==> config.mk <==
export PLATFORM = sky130hd
export DESIGN_NAME = pma_top
export DESIGN_NICKNAME = d
export VERILOG_FILES = /design/src/pma_pkg.sv /design/src/pma_apb_regs.sv /design/src/pma_region_match.sv /design/src/pma_attr_resolve.sv /design/src/pma_top.sv
export SDC_FILE = /design/constraint.sdc
export NUM_CORES = 2
export LEC_CHECK = 0
export ABC_AREA = 1
export ABC_CLOCK_PERIOD_IN_PS = 3400
export BUFFER_PORTS_ARGS = -buffer_cell sky130_fd_sc_hd__clkbuf_2
export CORE_MARGIN = 8
export CORE_UTILIZATION = 40
export DETAILED_ROUTE_END_ITERATION = 6
export PLACE_DENSITY_LB_ADDON = 0.25
export SETUP_SLACK_MARGIN = 0.1
export SLEW_MARGIN = 20
export SYNTH_ARGS = -nofsm -noshare
export SYNTH_HDL_FRONTEND = slang
export SYNTH_SLANG_ARGS = --single-unit
==> constraint.sdc <==
create_clock -name clk -period 3.4 [get_ports clk]
set_input_delay 0.68 -clock clk [delete_from_list [all_inputs] [get_ports clk]]
set_output_delay 0.68 -clock clk [all_outputs]
set_load 0.1 [all_outputs]
==> src/pma_pkg.sv <==
/*
 * Shared definitions for the PMA checker
 * Width typedefs, region attribute bit positions and the APB register map
 */
package pma_pkg;

  // Byte address as seen on the core memory port
  typedef logic [31:0] addr_t;

  // Region bounds are stored as word addresses
  typedef logic [29:0] word_addr_t;

  // Enough to name any of the PMA_MAX_REGIONS entries
  typedef logic [3:0] region_idx_t;

  // Upper limit for the NUM_REGIONS parameter
  localparam int PMA_MAX_REGIONS = 16;

  // Attribute word layout, one bit per attribute
  localparam int ATTR_W = 4;

  typedef logic [ATTR_W-1:0] attr_t;

  localparam int ATTR_MAIN       = 0;
  localparam int ATTR_BUFFERABLE = 1;
  localparam int ATTR_CACHEABLE  = 2;
  localparam int ATTR_INTEGRITY  = 3;

  // APB register map
  // Each region owns a group of four word registers, the last one reserved
  localparam int REG_STRIDE = 16;

  localparam int REG_LOW  = 0;
  localparam int REG_HIGH = 4;
  localparam int REG_ATTR = 8;

endpackage

==> src/pma_apb_regs.sv <==
/*
 * APB slave for the PMA region table
 * Low bound, high bound and attribute registers per region,
 * registered read-back and error response for bad addresses
 */
`timescale 1ns/1ps
`default_nettype none

module pma_apb_regs import pma_pkg::*; #(
  parameter int NUM_REGIONS = 4
) (
  input  wire  logic                              clk,
  input  wire  logic                              reset_i,

  input  wire  logic                              psel_i,
  input  wire  logic                              penable_i,
  input  wire  logic                              pwrite_i,
  input  wire  addr_t                             paddr_i,
  input  wire  logic [31:0]                       pwdata_i,
  output logic [31:0]                             prdata_o,
  output logic                                    pready_o,
  output logic                                    pslverr_o,

  output word_addr_t [PMA_MAX_REGIONS-1:0]        region_low_o,
  output word_addr_t [PMA_MAX_REGIONS-1:0]        region_high_o,
  output attr_t      [PMA_MAX_REGIONS-1:0]        region_attr_o
);

  localparam int OFS_W = $clog2(REG_STRIDE);

  logic [$bits(addr_t)-OFS_W-1:0] grp;
  logic [OFS_W-1:0]               ofs;
  region_idx_t                    idx;
  logic                           sel_low;
  logic                           sel_high;
  logic                           sel_attr;
  logic                           addr_err;
  logic                           setup_phase;
  logic                           access_done;
  logic [31:0]                    rdata;

  // The group number picks the region and the word offset picks the register
  // Byte bits below the word are ignored, so unaligned addresses hit their word
  assign grp = paddr_i[$bits(addr_t)-1:OFS_W];
  assign ofs = {paddr_i[OFS_W-1:2], 2'b00};
  assign idx = grp[$bits(region_idx_t)-1:0];

  assign sel_low  = (ofs == OFS_W'(REG_LOW));
  assign sel_high = (ofs == OFS_W'(REG_HIGH));
  assign sel_attr = (ofs == OFS_W'(REG_ATTR));

  // Regions past NUM_REGIONS and the reserved fourth word both answer with an error
  assign addr_err = (grp >= NUM_REGIONS) || !(sel_low || sel_high || sel_attr);

  assign setup_phase = psel_i && !penable_i;
  assign access_done = psel_i && penable_i && pready_o;

  always_comb begin
    rdata = '0;
    if (!addr_err) begin
      if (sel_low) begin
        rdata = 32'(region_low_o[idx]);
      end else if (sel_high) begin
        rdata = 32'(region_high_o[idx]);
      end else begin
        rdata = 32'(region_attr_o[idx]);
      end
    end
  end

  // Zero wait states: the response is prepared during the setup phase,
  // so pready_o is high throughout the following access phase
  always_ff @(posedge clk) begin
    if (reset_i) begin
      pready_o  <= 1'b0;
      pslverr_o <= 1'b0;
    end else begin
      pready_o  <= setup_phase;
      pslverr_o <= setup_phase && addr_err;
    end
  end

  always_ff @(posedge clk) begin
    if (setup_phase) begin
      prdata_o <= pwrite_i ? '0 : rdata;
    end
  end

  // Entries at or above NUM_REGIONS are never written and stay zero
  always_ff @(posedge clk) begin
    if (reset_i) begin
      region_low_o  <= '0;
      region_high_o <= '0;
      region_attr_o <= '0;
    end else if (access_done && pwrite_i && !pslverr_o) begin
      if (sel_low) begin
        region_low_o[idx] <= pwdata_i[$bits(word_addr_t)-1:0];
      end
      if (sel_high) begin
        region_high_o[idx] <= pwdata_i[$bits(word_addr_t)-1:0];
      end
      if (sel_attr) begin
        region_attr_o[idx] <= pwdata_i[ATTR_W-1:0];
      end
    end
  end

endmodule

`default_nettype wire

==> src/pma_region_match.sv <==
/*
 * First PMA pipeline stage
 * Parallel region compare, lowest-index priority pick and debug window check
 */
`timescale 1ns/1ps
`default_nettype none

module pma_region_match import pma_pkg::*; #(
  parameter int    NUM_REGIONS     = 4,
  parameter addr_t DM_REGION_START = 32'h1A110800,
  parameter addr_t DM_REGION_END   = 32'h1A110FFF
) (
  input  wire  logic                          clk,
  input  wire  logic                          reset_i,

  input  wire  logic                          req_valid_i,
  input  wire  addr_t                         req_addr_i,
  input  wire  logic                          req_dbg_i,
  input  wire  logic                          req_load_i,
  input  wire  logic                          req_misaligned_i,
  input  wire  logic                          req_pushpop_i,

  input  wire  word_addr_t [PMA_MAX_REGIONS-1:0] region_low_i,
  input  wire  word_addr_t [PMA_MAX_REGIONS-1:0] region_high_i,
  input  wire  attr_t      [PMA_MAX_REGIONS-1:0] region_attr_i,

  output logic                                s1_valid_o,
  output logic                                s1_have_match_o,
  output region_idx_t                         s1_match_idx_o,
  output attr_t                               s1_attr_o,
  output logic                                s1_dmregion_o,
  output logic                                s1_dbg_o,
  output logic                                s1_load_o,
  output logic                                s1_misaligned_o,
  output logic                                s1_pushpop_o
);

  logic [33:0]                addr_ext;
  logic [PMA_MAX_REGIONS-1:0] match_list;
  logic                       have_match;
  region_idx_t                match_idx;
  attr_t                      match_attr;
  logic                       dmregion;

  // Bounds are word addresses, compared against the byte address in 34 bits
  assign addr_ext = {2'b00, req_addr_i};

  always_comb begin
    for (int i = 0; i < PMA_MAX_REGIONS; i++) begin
      match_list[i] = (i < NUM_REGIONS) &&
                      ({2'b00, region_low_i[i], 2'b00} <= addr_ext) &&
                      (addr_ext < {2'b00, region_high_i[i], 2'b00});
    end
  end

  // Scan from the top down so that the lowest matching index is the one left standing
  always_comb begin
    have_match = 1'b0;
    match_idx  = '0;
    match_attr = '0;
    for (int i = PMA_MAX_REGIONS - 1; i >= 0; i--) begin
      if (match_list[i]) begin
        have_match = 1'b1;
        match_idx  = region_idx_t'(i);
        match_attr = region_attr_i[i];
      end
    end
  end

  // Debug module window, both ends inclusive
  assign dmregion = (DM_REGION_START <= req_addr_i) && (req_addr_i <= DM_REGION_END);

  always_ff @(posedge clk) begin
    if (reset_i) begin
      s1_valid_o <= 1'b0;
    end else begin
      s1_valid_o <= req_valid_i;
    end
  end

  // Payload only moves with a valid request and holds otherwise
  always_ff @(posedge clk) begin
    if (req_valid_i) begin
      s1_have_match_o <= have_match;
      s1_match_idx_o  <= match_idx;
      s1_attr_o       <= match_attr;
      s1_dmregion_o   <= dmregion;
      s1_dbg_o        <= req_dbg_i;
      s1_load_o       <= req_load_i;
      s1_misaligned_o <= req_misaligned_i;
      s1_pushpop_o    <= req_pushpop_i;
    end
  end

endmodule

`default_nettype wire

==> src/pma_attr_resolve.sv <==
/*
 * Second PMA pipeline stage
 * Default and debug configurations, bufferable masking, allow decision
 * and the registered response
 */
`timescale 1ns/1ps
`default_nettype none

module pma_attr_resolve import pma_pkg::*; #(
  parameter int NUM_REGIONS   = 4,
  parameter bit IS_INSTR_SIDE = 1'b0
) (
  input  wire  logic        clk,
  input  wire  logic        reset_i,

  input  wire  logic        s1_valid_i,
  input  wire  logic        s1_have_match_i,
  input  wire  region_idx_t s1_match_idx_i,
  input  wire  attr_t       s1_attr_i,
  input  wire  logic        s1_dmregion_i,
  input  wire  logic        s1_dbg_i,
  input  wire  logic        s1_load_i,
  input  wire  logic        s1_misaligned_i,
  input  wire  logic        s1_pushpop_i,

  output logic              rsp_valid_o,
  output logic              rsp_allow_o,
  output logic              rsp_main_o,
  output logic              rsp_bufferable_o,
  output logic              rsp_cacheable_o,
  output logic              rsp_integrity_o,
  output logic              rsp_override_dm_o,
  output logic              rsp_dmregion_o,
  output logic              rsp_have_match_o,
  output region_idx_t       rsp_match_idx_o
);

  // Without any regions all memory counts as main memory
  localparam attr_t CFG_DEFAULT = (NUM_REGIONS == 0) ? attr_t'(1 << ATTR_MAIN) : '0;
  localparam attr_t CFG_DEBUG   = attr_t'(1 << ATTR_MAIN);

  logic  override_dm;
  attr_t cfg;
  logic  allow_data;
  logic  allow;

  assign override_dm = s1_dbg_i && s1_dmregion_i;

  always_comb begin
    if (override_dm) begin
      cfg = CFG_DEBUG;
    end else if (s1_have_match_i) begin
      cfg = s1_attr_i;
    end else begin
      cfg = CFG_DEFAULT;
    end
    // Fetches and loads never see a bufferable region
    if (IS_INSTR_SIDE || s1_load_i) begin
      cfg[ATTR_BUFFERABLE] = 1'b0;
    end
  end

  assign allow_data = cfg[ATTR_MAIN] || (!s1_misaligned_i && !s1_pushpop_i);
  assign allow      = override_dm || (IS_INSTR_SIDE ? cfg[ATTR_MAIN] : allow_data);

  always_ff @(posedge clk) begin
    if (reset_i) begin
      rsp_valid_o <= 1'b0;
    end else begin
      rsp_valid_o <= s1_valid_i;
    end
  end

  always_ff @(posedge clk) begin
    if (s1_valid_i) begin
      rsp_allow_o       <= allow;
      rsp_main_o        <= cfg[ATTR_MAIN];
      rsp_bufferable_o  <= cfg[ATTR_BUFFERABLE];
      rsp_cacheable_o   <= cfg[ATTR_CACHEABLE];
      rsp_integrity_o   <= cfg[ATTR_INTEGRITY];
      rsp_override_dm_o <= override_dm;
      rsp_dmregion_o    <= s1_dmregion_i;
      rsp_have_match_o  <= s1_have_match_i;
      rsp_match_idx_o   <= s1_match_idx_i;
    end
  end

endmodule

`default_nettype wire

==> src/pma_top.sv <==
/*
 * PMA checker top level
 * APB region table, match stage and resolve stage
 */
`timescale 1ns/1ps
`default_nettype none

module pma_top import pma_pkg::*; #(
  parameter int    NUM_REGIONS     = 4,
  parameter bit    IS_INSTR_SIDE   = 1'b0,
  parameter addr_t DM_REGION_START = 32'h1A110800,
  parameter addr_t DM_REGION_END   = 32'h1A110FFF
) (
  input  wire  logic        clk,
  input  wire  logic        reset_i,

  input  wire  logic        psel_i,
  input  wire  logic        penable_i,
  input  wire  logic        pwrite_i,
  input  wire  addr_t       paddr_i,
  input  wire  logic [31:0] pwdata_i,
  output logic [31:0]       prdata_o,
  output logic              pready_o,
  output logic              pslverr_o,

  input  wire  logic        req_valid_i,
  input  wire  addr_t       req_addr_i,
  input  wire  logic        req_dbg_i,
  input  wire  logic        req_load_i,
  input  wire  logic        req_misaligned_i,
  input  wire  logic        req_pushpop_i,

  output logic              rsp_valid_o,
  output logic              rsp_allow_o,
  output logic              rsp_main_o,
  output logic              rsp_bufferable_o,
  output logic              rsp_cacheable_o,
  output logic              rsp_integrity_o,
  output logic              rsp_override_dm_o,
  output logic              rsp_dmregion_o,
  output logic              rsp_have_match_o,
  output region_idx_t       rsp_match_idx_o
);

  word_addr_t [PMA_MAX_REGIONS-1:0] region_low;
  word_addr_t [PMA_MAX_REGIONS-1:0] region_high;
  attr_t      [PMA_MAX_REGIONS-1:0] region_attr;

  logic        s1_valid;
  logic        s1_have_match;
  region_idx_t s1_match_idx;
  attr_t       s1_attr;
  logic        s1_dmregion;
  logic        s1_dbg;
  logic        s1_load;
  logic        s1_misaligned;
  logic        s1_pushpop;

  pma_apb_regs #(
    .NUM_REGIONS (NUM_REGIONS)
  ) u_apb_regs (
    .clk           (clk),
    .reset_i       (reset_i),
    .psel_i        (psel_i),
    .penable_i     (penable_i),
    .pwrite_i      (pwrite_i),
    .paddr_i       (paddr_i),
    .pwdata_i      (pwdata_i),
    .prdata_o      (prdata_o),
    .pready_o      (pready_o),
    .pslverr_o     (pslverr_o),
    .region_low_o  (region_low),
    .region_high_o (region_high),
    .region_attr_o (region_attr)
  );

  pma_region_match #(
    .NUM_REGIONS     (NUM_REGIONS),
    .DM_REGION_START (DM_REGION_START),
    .DM_REGION_END   (DM_REGION_END)
  ) u_region_match (
    .clk              (clk),
    .reset_i          (reset_i),
    .req_valid_i      (req_valid_i),
    .req_addr_i       (req_addr_i),
    .req_dbg_i        (req_dbg_i),
    .req_load_i       (req_load_i),
    .req_misaligned_i (req_misaligned_i),
    .req_pushpop_i    (req_pushpop_i),
    .region_low_i     (region_low),
    .region_high_i    (region_high),
    .region_attr_i    (region_attr),
    .s1_valid_o       (s1_valid),
    .s1_have_match_o  (s1_have_match),
    .s1_match_idx_o   (s1_match_idx),
    .s1_attr_o        (s1_attr),
    .s1_dmregion_o    (s1_dmregion),
    .s1_dbg_o         (s1_dbg),
    .s1_load_o        (s1_load),
    .s1_misaligned_o  (s1_misaligned),
    .s1_pushpop_o     (s1_pushpop)
  );

  pma_attr_resolve #(
    .NUM_REGIONS   (NUM_REGIONS),
    .IS_INSTR_SIDE (IS_INSTR_SIDE)
  ) u_attr_resolve (
    .clk               (clk),
    .reset_i           (reset_i),
    .s1_valid_i        (s1_valid),
    .s1_have_match_i   (s1_have_match),
    .s1_match_idx_i    (s1_match_idx),
    .s1_attr_i         (s1_attr),
    .s1_dmregion_i     (s1_dmregion),
    .s1_dbg_i          (s1_dbg),
    .s1_load_i         (s1_load),
    .s1_misaligned_i   (s1_misaligned),
    .s1_pushpop_i      (s1_pushpop),
    .rsp_valid_o       (rsp_valid_o),
    .rsp_allow_o       (rsp_allow_o),
    .rsp_main_o        (rsp_main_o),
    .rsp_bufferable_o  (rsp_bufferable_o),
    .rsp_cacheable_o   (rsp_cacheable_o),
    .rsp_integrity_o   (rsp_integrity_o),
    .rsp_override_dm_o (rsp_override_dm_o),
    .rsp_dmregion_o    (rsp_dmregion_o),
    .rsp_have_match_o  (rsp_have_match_o),
    .rsp_match_idx_o   (rsp_match_idx_o)
  );

endmodule

`default_nettype wire

==> results.json <==
{
  "cts_setup_buffers": 0,
  "setup_tns_ns": 0,
  "worstMarginPinSlew_ns": 1.15,
  "avgSynthCellArea_um2": 7.63,
  "p_per_area_nw_per_um2": 474,
  "core_area_um2": 127000,
  "synth_seq_cells": 1080,
  "rows": 131,
  "cp-end-kind": "register",
  "layout_commonest_cell": "nand2_1",
  "drive_above_1_share_pct": 8.92,
  "layout.nets": 6948,
  "finalHoldViolCount": 0,
  "globalRouteTotalUtil_pct": 23.3,
  "synth_cell_type_count": 42,
  "antenna_found_initial": 13,
  "synth_cells": 6699,
  "fill_cells": 12500,
  "numCtsBuffers": 114,
  "die_w_um": 374,
  "drt-initial-drc-count": 4724,
  "place_hpwl_um": 112000,
  "relSlewSlack_pct": 23.1,
  "drcViolationCount": 0,
  "start_util_pct": 40.2,
  "final_cell_mix": "nand2_1, dfxtp_1, inv_1",
  "crit_arrival_ns": 3.43,
  "drtAntennaViolNets": 0,
  "yosys_warnings": 0,
  "startpoint_type": "register",
  "grt_pass1_wl_um": 263000,
  "cts.clk_slew.worst_paths_ns": 0.06,
  "num_vias": 46700,
  "via_per_inst": 5.58,
  "netlist_area_um2": 51100,
  "cts.sink_count": 1080,
  "rsz0062_at_grt": "no",
  "max_cap_violations": 0,
  "fin_util_pct": 45.6,
  "required_ns": 3.94,
  "finClkSkew_ns": 0.0183,
  "fmax_mhz": 346,
  "status": "completed",
  "critical_path_class": "register to register",
  "cts_hold_buf": 0,
  "clk_latency_ns": 0.72,
  "htreeDepth": 3,
  "grt_start_max_net_pins": 116,
  "dp_slack_ns": -0.111,
  "wl_um": 170000,
  "ir_worst_vdd_mv": 0.379,
  "drv_slew": 0,
  "setup_viol": 0,
  "final.period_utilization_pct": 85.0,
  "hp-class": "input pin to register",
  "grt_pass1_vias": 44300,
  "multi_input_area_um2": 24200,
  "crit_fanout": 11,
  "ios": 153,
  "grt_overflow": 0,
  "drt_first_pass_iters": 6,
  "cts_resized": 0,
  "seq_area_frac_synth_pct": 43.3,
  "p_leak_nw": 20.3,
  "portBuffers": 144,
  "regArea_um2": 22100,
  "dieArea_um2": 140000,
  "setup_slack_ns": 0.510,
  "cts_max_path_buffers": 3,
  "gp_congestion": 0.880,
  "wl_per_cell_um": 20.3,
  "syn_to_final_growth_pct": 13.4,
  "root_buffer": "clkbuf_16",
  "cts_tree": "yes",
  "fp.dieH_um": 374,
  "period_needed_ns": 2.89
}
[registers in the layout, indices dropped and copies added, names as in the netlist, 2 cells and up]
name / count
u_apb_regs.region_high_o: 480
u_apb_regs.region_low_o: 480
u_apb_regs.region_attr_o: 64
u_apb_regs.prdata_o: 30
u_region_match.s1_attr_o: 4
u_attr_resolve.rsp_match_idx_o: 2
u_region_match.s1_match_idx_o: 2
[synthesized netlist by cell type]
| master | instances | area share [%] |
|---|---|---|
| o22ai_1 | 122 | 1.5 |
| nand2_1 | 1277 | 9.4 |
| o221ai_1 | 123 | 2.1 |
| a21boi_0 | 3 | 0.044 |
| inv_1 | 692 | 5.1 |
| dfxtp_1 | 1028 | 40 |
| o21a_1 | 4 | 0.059 |
| nor2_4 | 3 | 0.066 |
| o2111ai_1 | 2 | 0.034 |
| nor2b_1 | 2 | 0.024 |
| a31oi_1 | 1 | 0.012 |
| nand3_1 | 175 | 1.7 |
| a21o_1 | 11 | 0.16 |
| o21bai_1 | 2 | 0.029 |
| conb_1 | 1 | 0.0073 |
| clkinv_1 | 2 | 0.015 |
| nand3b_1 | 2 | 0.029 |
| or2_2 | 2 | 0.024 |
| buf_2 | 60 | 0.59 |
| o21ai_0 | 122 | 1.2 |
| inv_2 | 15 | 0.11 |
| clkinv_2 | 1 | 0.0098 |
| a22oi_1 | 191 | 2.8 |
| nor3b_1 | 5 | 0.073 |
| o21ai_1 | 1 | 0.0098 |
| clkbuf_1 | 461 | 3.4 |
| nand4_1 | 51 | 0.62 |
| nor4_2 | 2 | 0.049 |
| edfxtp_1 | 52 | 3.1 |
| nor4_1 | 8 | 0.098 |
| nor3_1 | 13 | 0.13 |
| a211oi_1 | 560 | 8.2 |
| buf_4 | 5 | 0.073 |
| ha_1 | 236 | 5.8 |
| nand2_2 | 2 | 0.024 |
| a221oi_1 | 6 | 0.10 |
| nor2_1 | 689 | 5.1 |
| a22o_1 | 48 | 0.82 |
| buf_1 | 42 | 0.31 |
| o211ai_1 | 71 | 1.0 |
| nor2_2 | 2 | 0.024 |
| a21oi_1 | 604 | 5.9 |
[metal layers]
layer / global-route usage (%) / wire length [um] / vias to the layer above
met5: 0 / 96 / -
met4: 7.11 / 4650 / 14
met3: 3.51 / 11900 / 271
met2: 37.0 / 75800 / 1574
met1: 32.5 / 77700 / 22200
li1: - / - / 22700
[stage by stage]
stage               area (um2)  cells  power, mW  hold WS (ns)
floorplan                51100   6702       14.1         0.400
global placement         54100   8152       14.8         0.413
detailed placement       54100   8152       14.8         0.407
CTS                      58000   8364       27.7        0.0869
global route             58000   8364       28.3         0.111
finish                   58000   8368       27.5         0.142
[critical path, cell delays in order, from the launching register on]
cell and delay (ns):
dfxtp_1 0.30, inv_1 0.06, ha_1 0.26, a21boi_0 0.14, o21ai_0 0.22, o211ai_1 0.18, nand2_1 0.12, nand2_1 0.12
a21oi_1 0.44, nand2_1 0.45, nand2_1 0.18, inv_1 0.05, a21oi_1 0.20
[path summary, 6_finish.rpt]
check	from	endpoint	slack [ns]	cells after the start
setup reg to reg	u_apb_regs.region_high_o[1]	u_region_match.s1_attr_o[1]	0.51	12
hold / removal	req_dbg_i	u_region_match.s1_dbg_o	0.14	1
hold reg to reg	u_region_match.s1_match_idx_o[1]	u_attr_resolve.rsp_match_idx_o[1]	0.42	0
setup / recovery	u_apb_regs.region_high_o[1]	u_region_match.s1_attr_o[1]	0.51	12
[area by class of cell]
class,count,share of cell area [%]
antenna,4,0.0173
sequential,1080,38.2
clock buffer,172,5.83
tap,1662,3.58
clock inverter,40,0.873
multi-input combinational,4344,41.8
inverter,710,4.60
timing repair buffer,356,5.15
[cell families after synthesis]
| logic type | share of synthesized area [%] |
|---|---|
| flip-flops | 43.3 |
| adder cells (fa/ha/maj) | 5.77 |
| buffers and inverters | 9.57 |
| AND/OR/NAND/NOR | 17.3 |
| other | 0.00733 |
| AO/OA/AOI/OAI | 24.0 |
[report_power, final]
part           switching [mW]  internal [mW]
Sequential             0.0242           12.8
Clock                    5.34           7.60
Combinational            1.36          0.352
(Power assumes the default switching activity.)
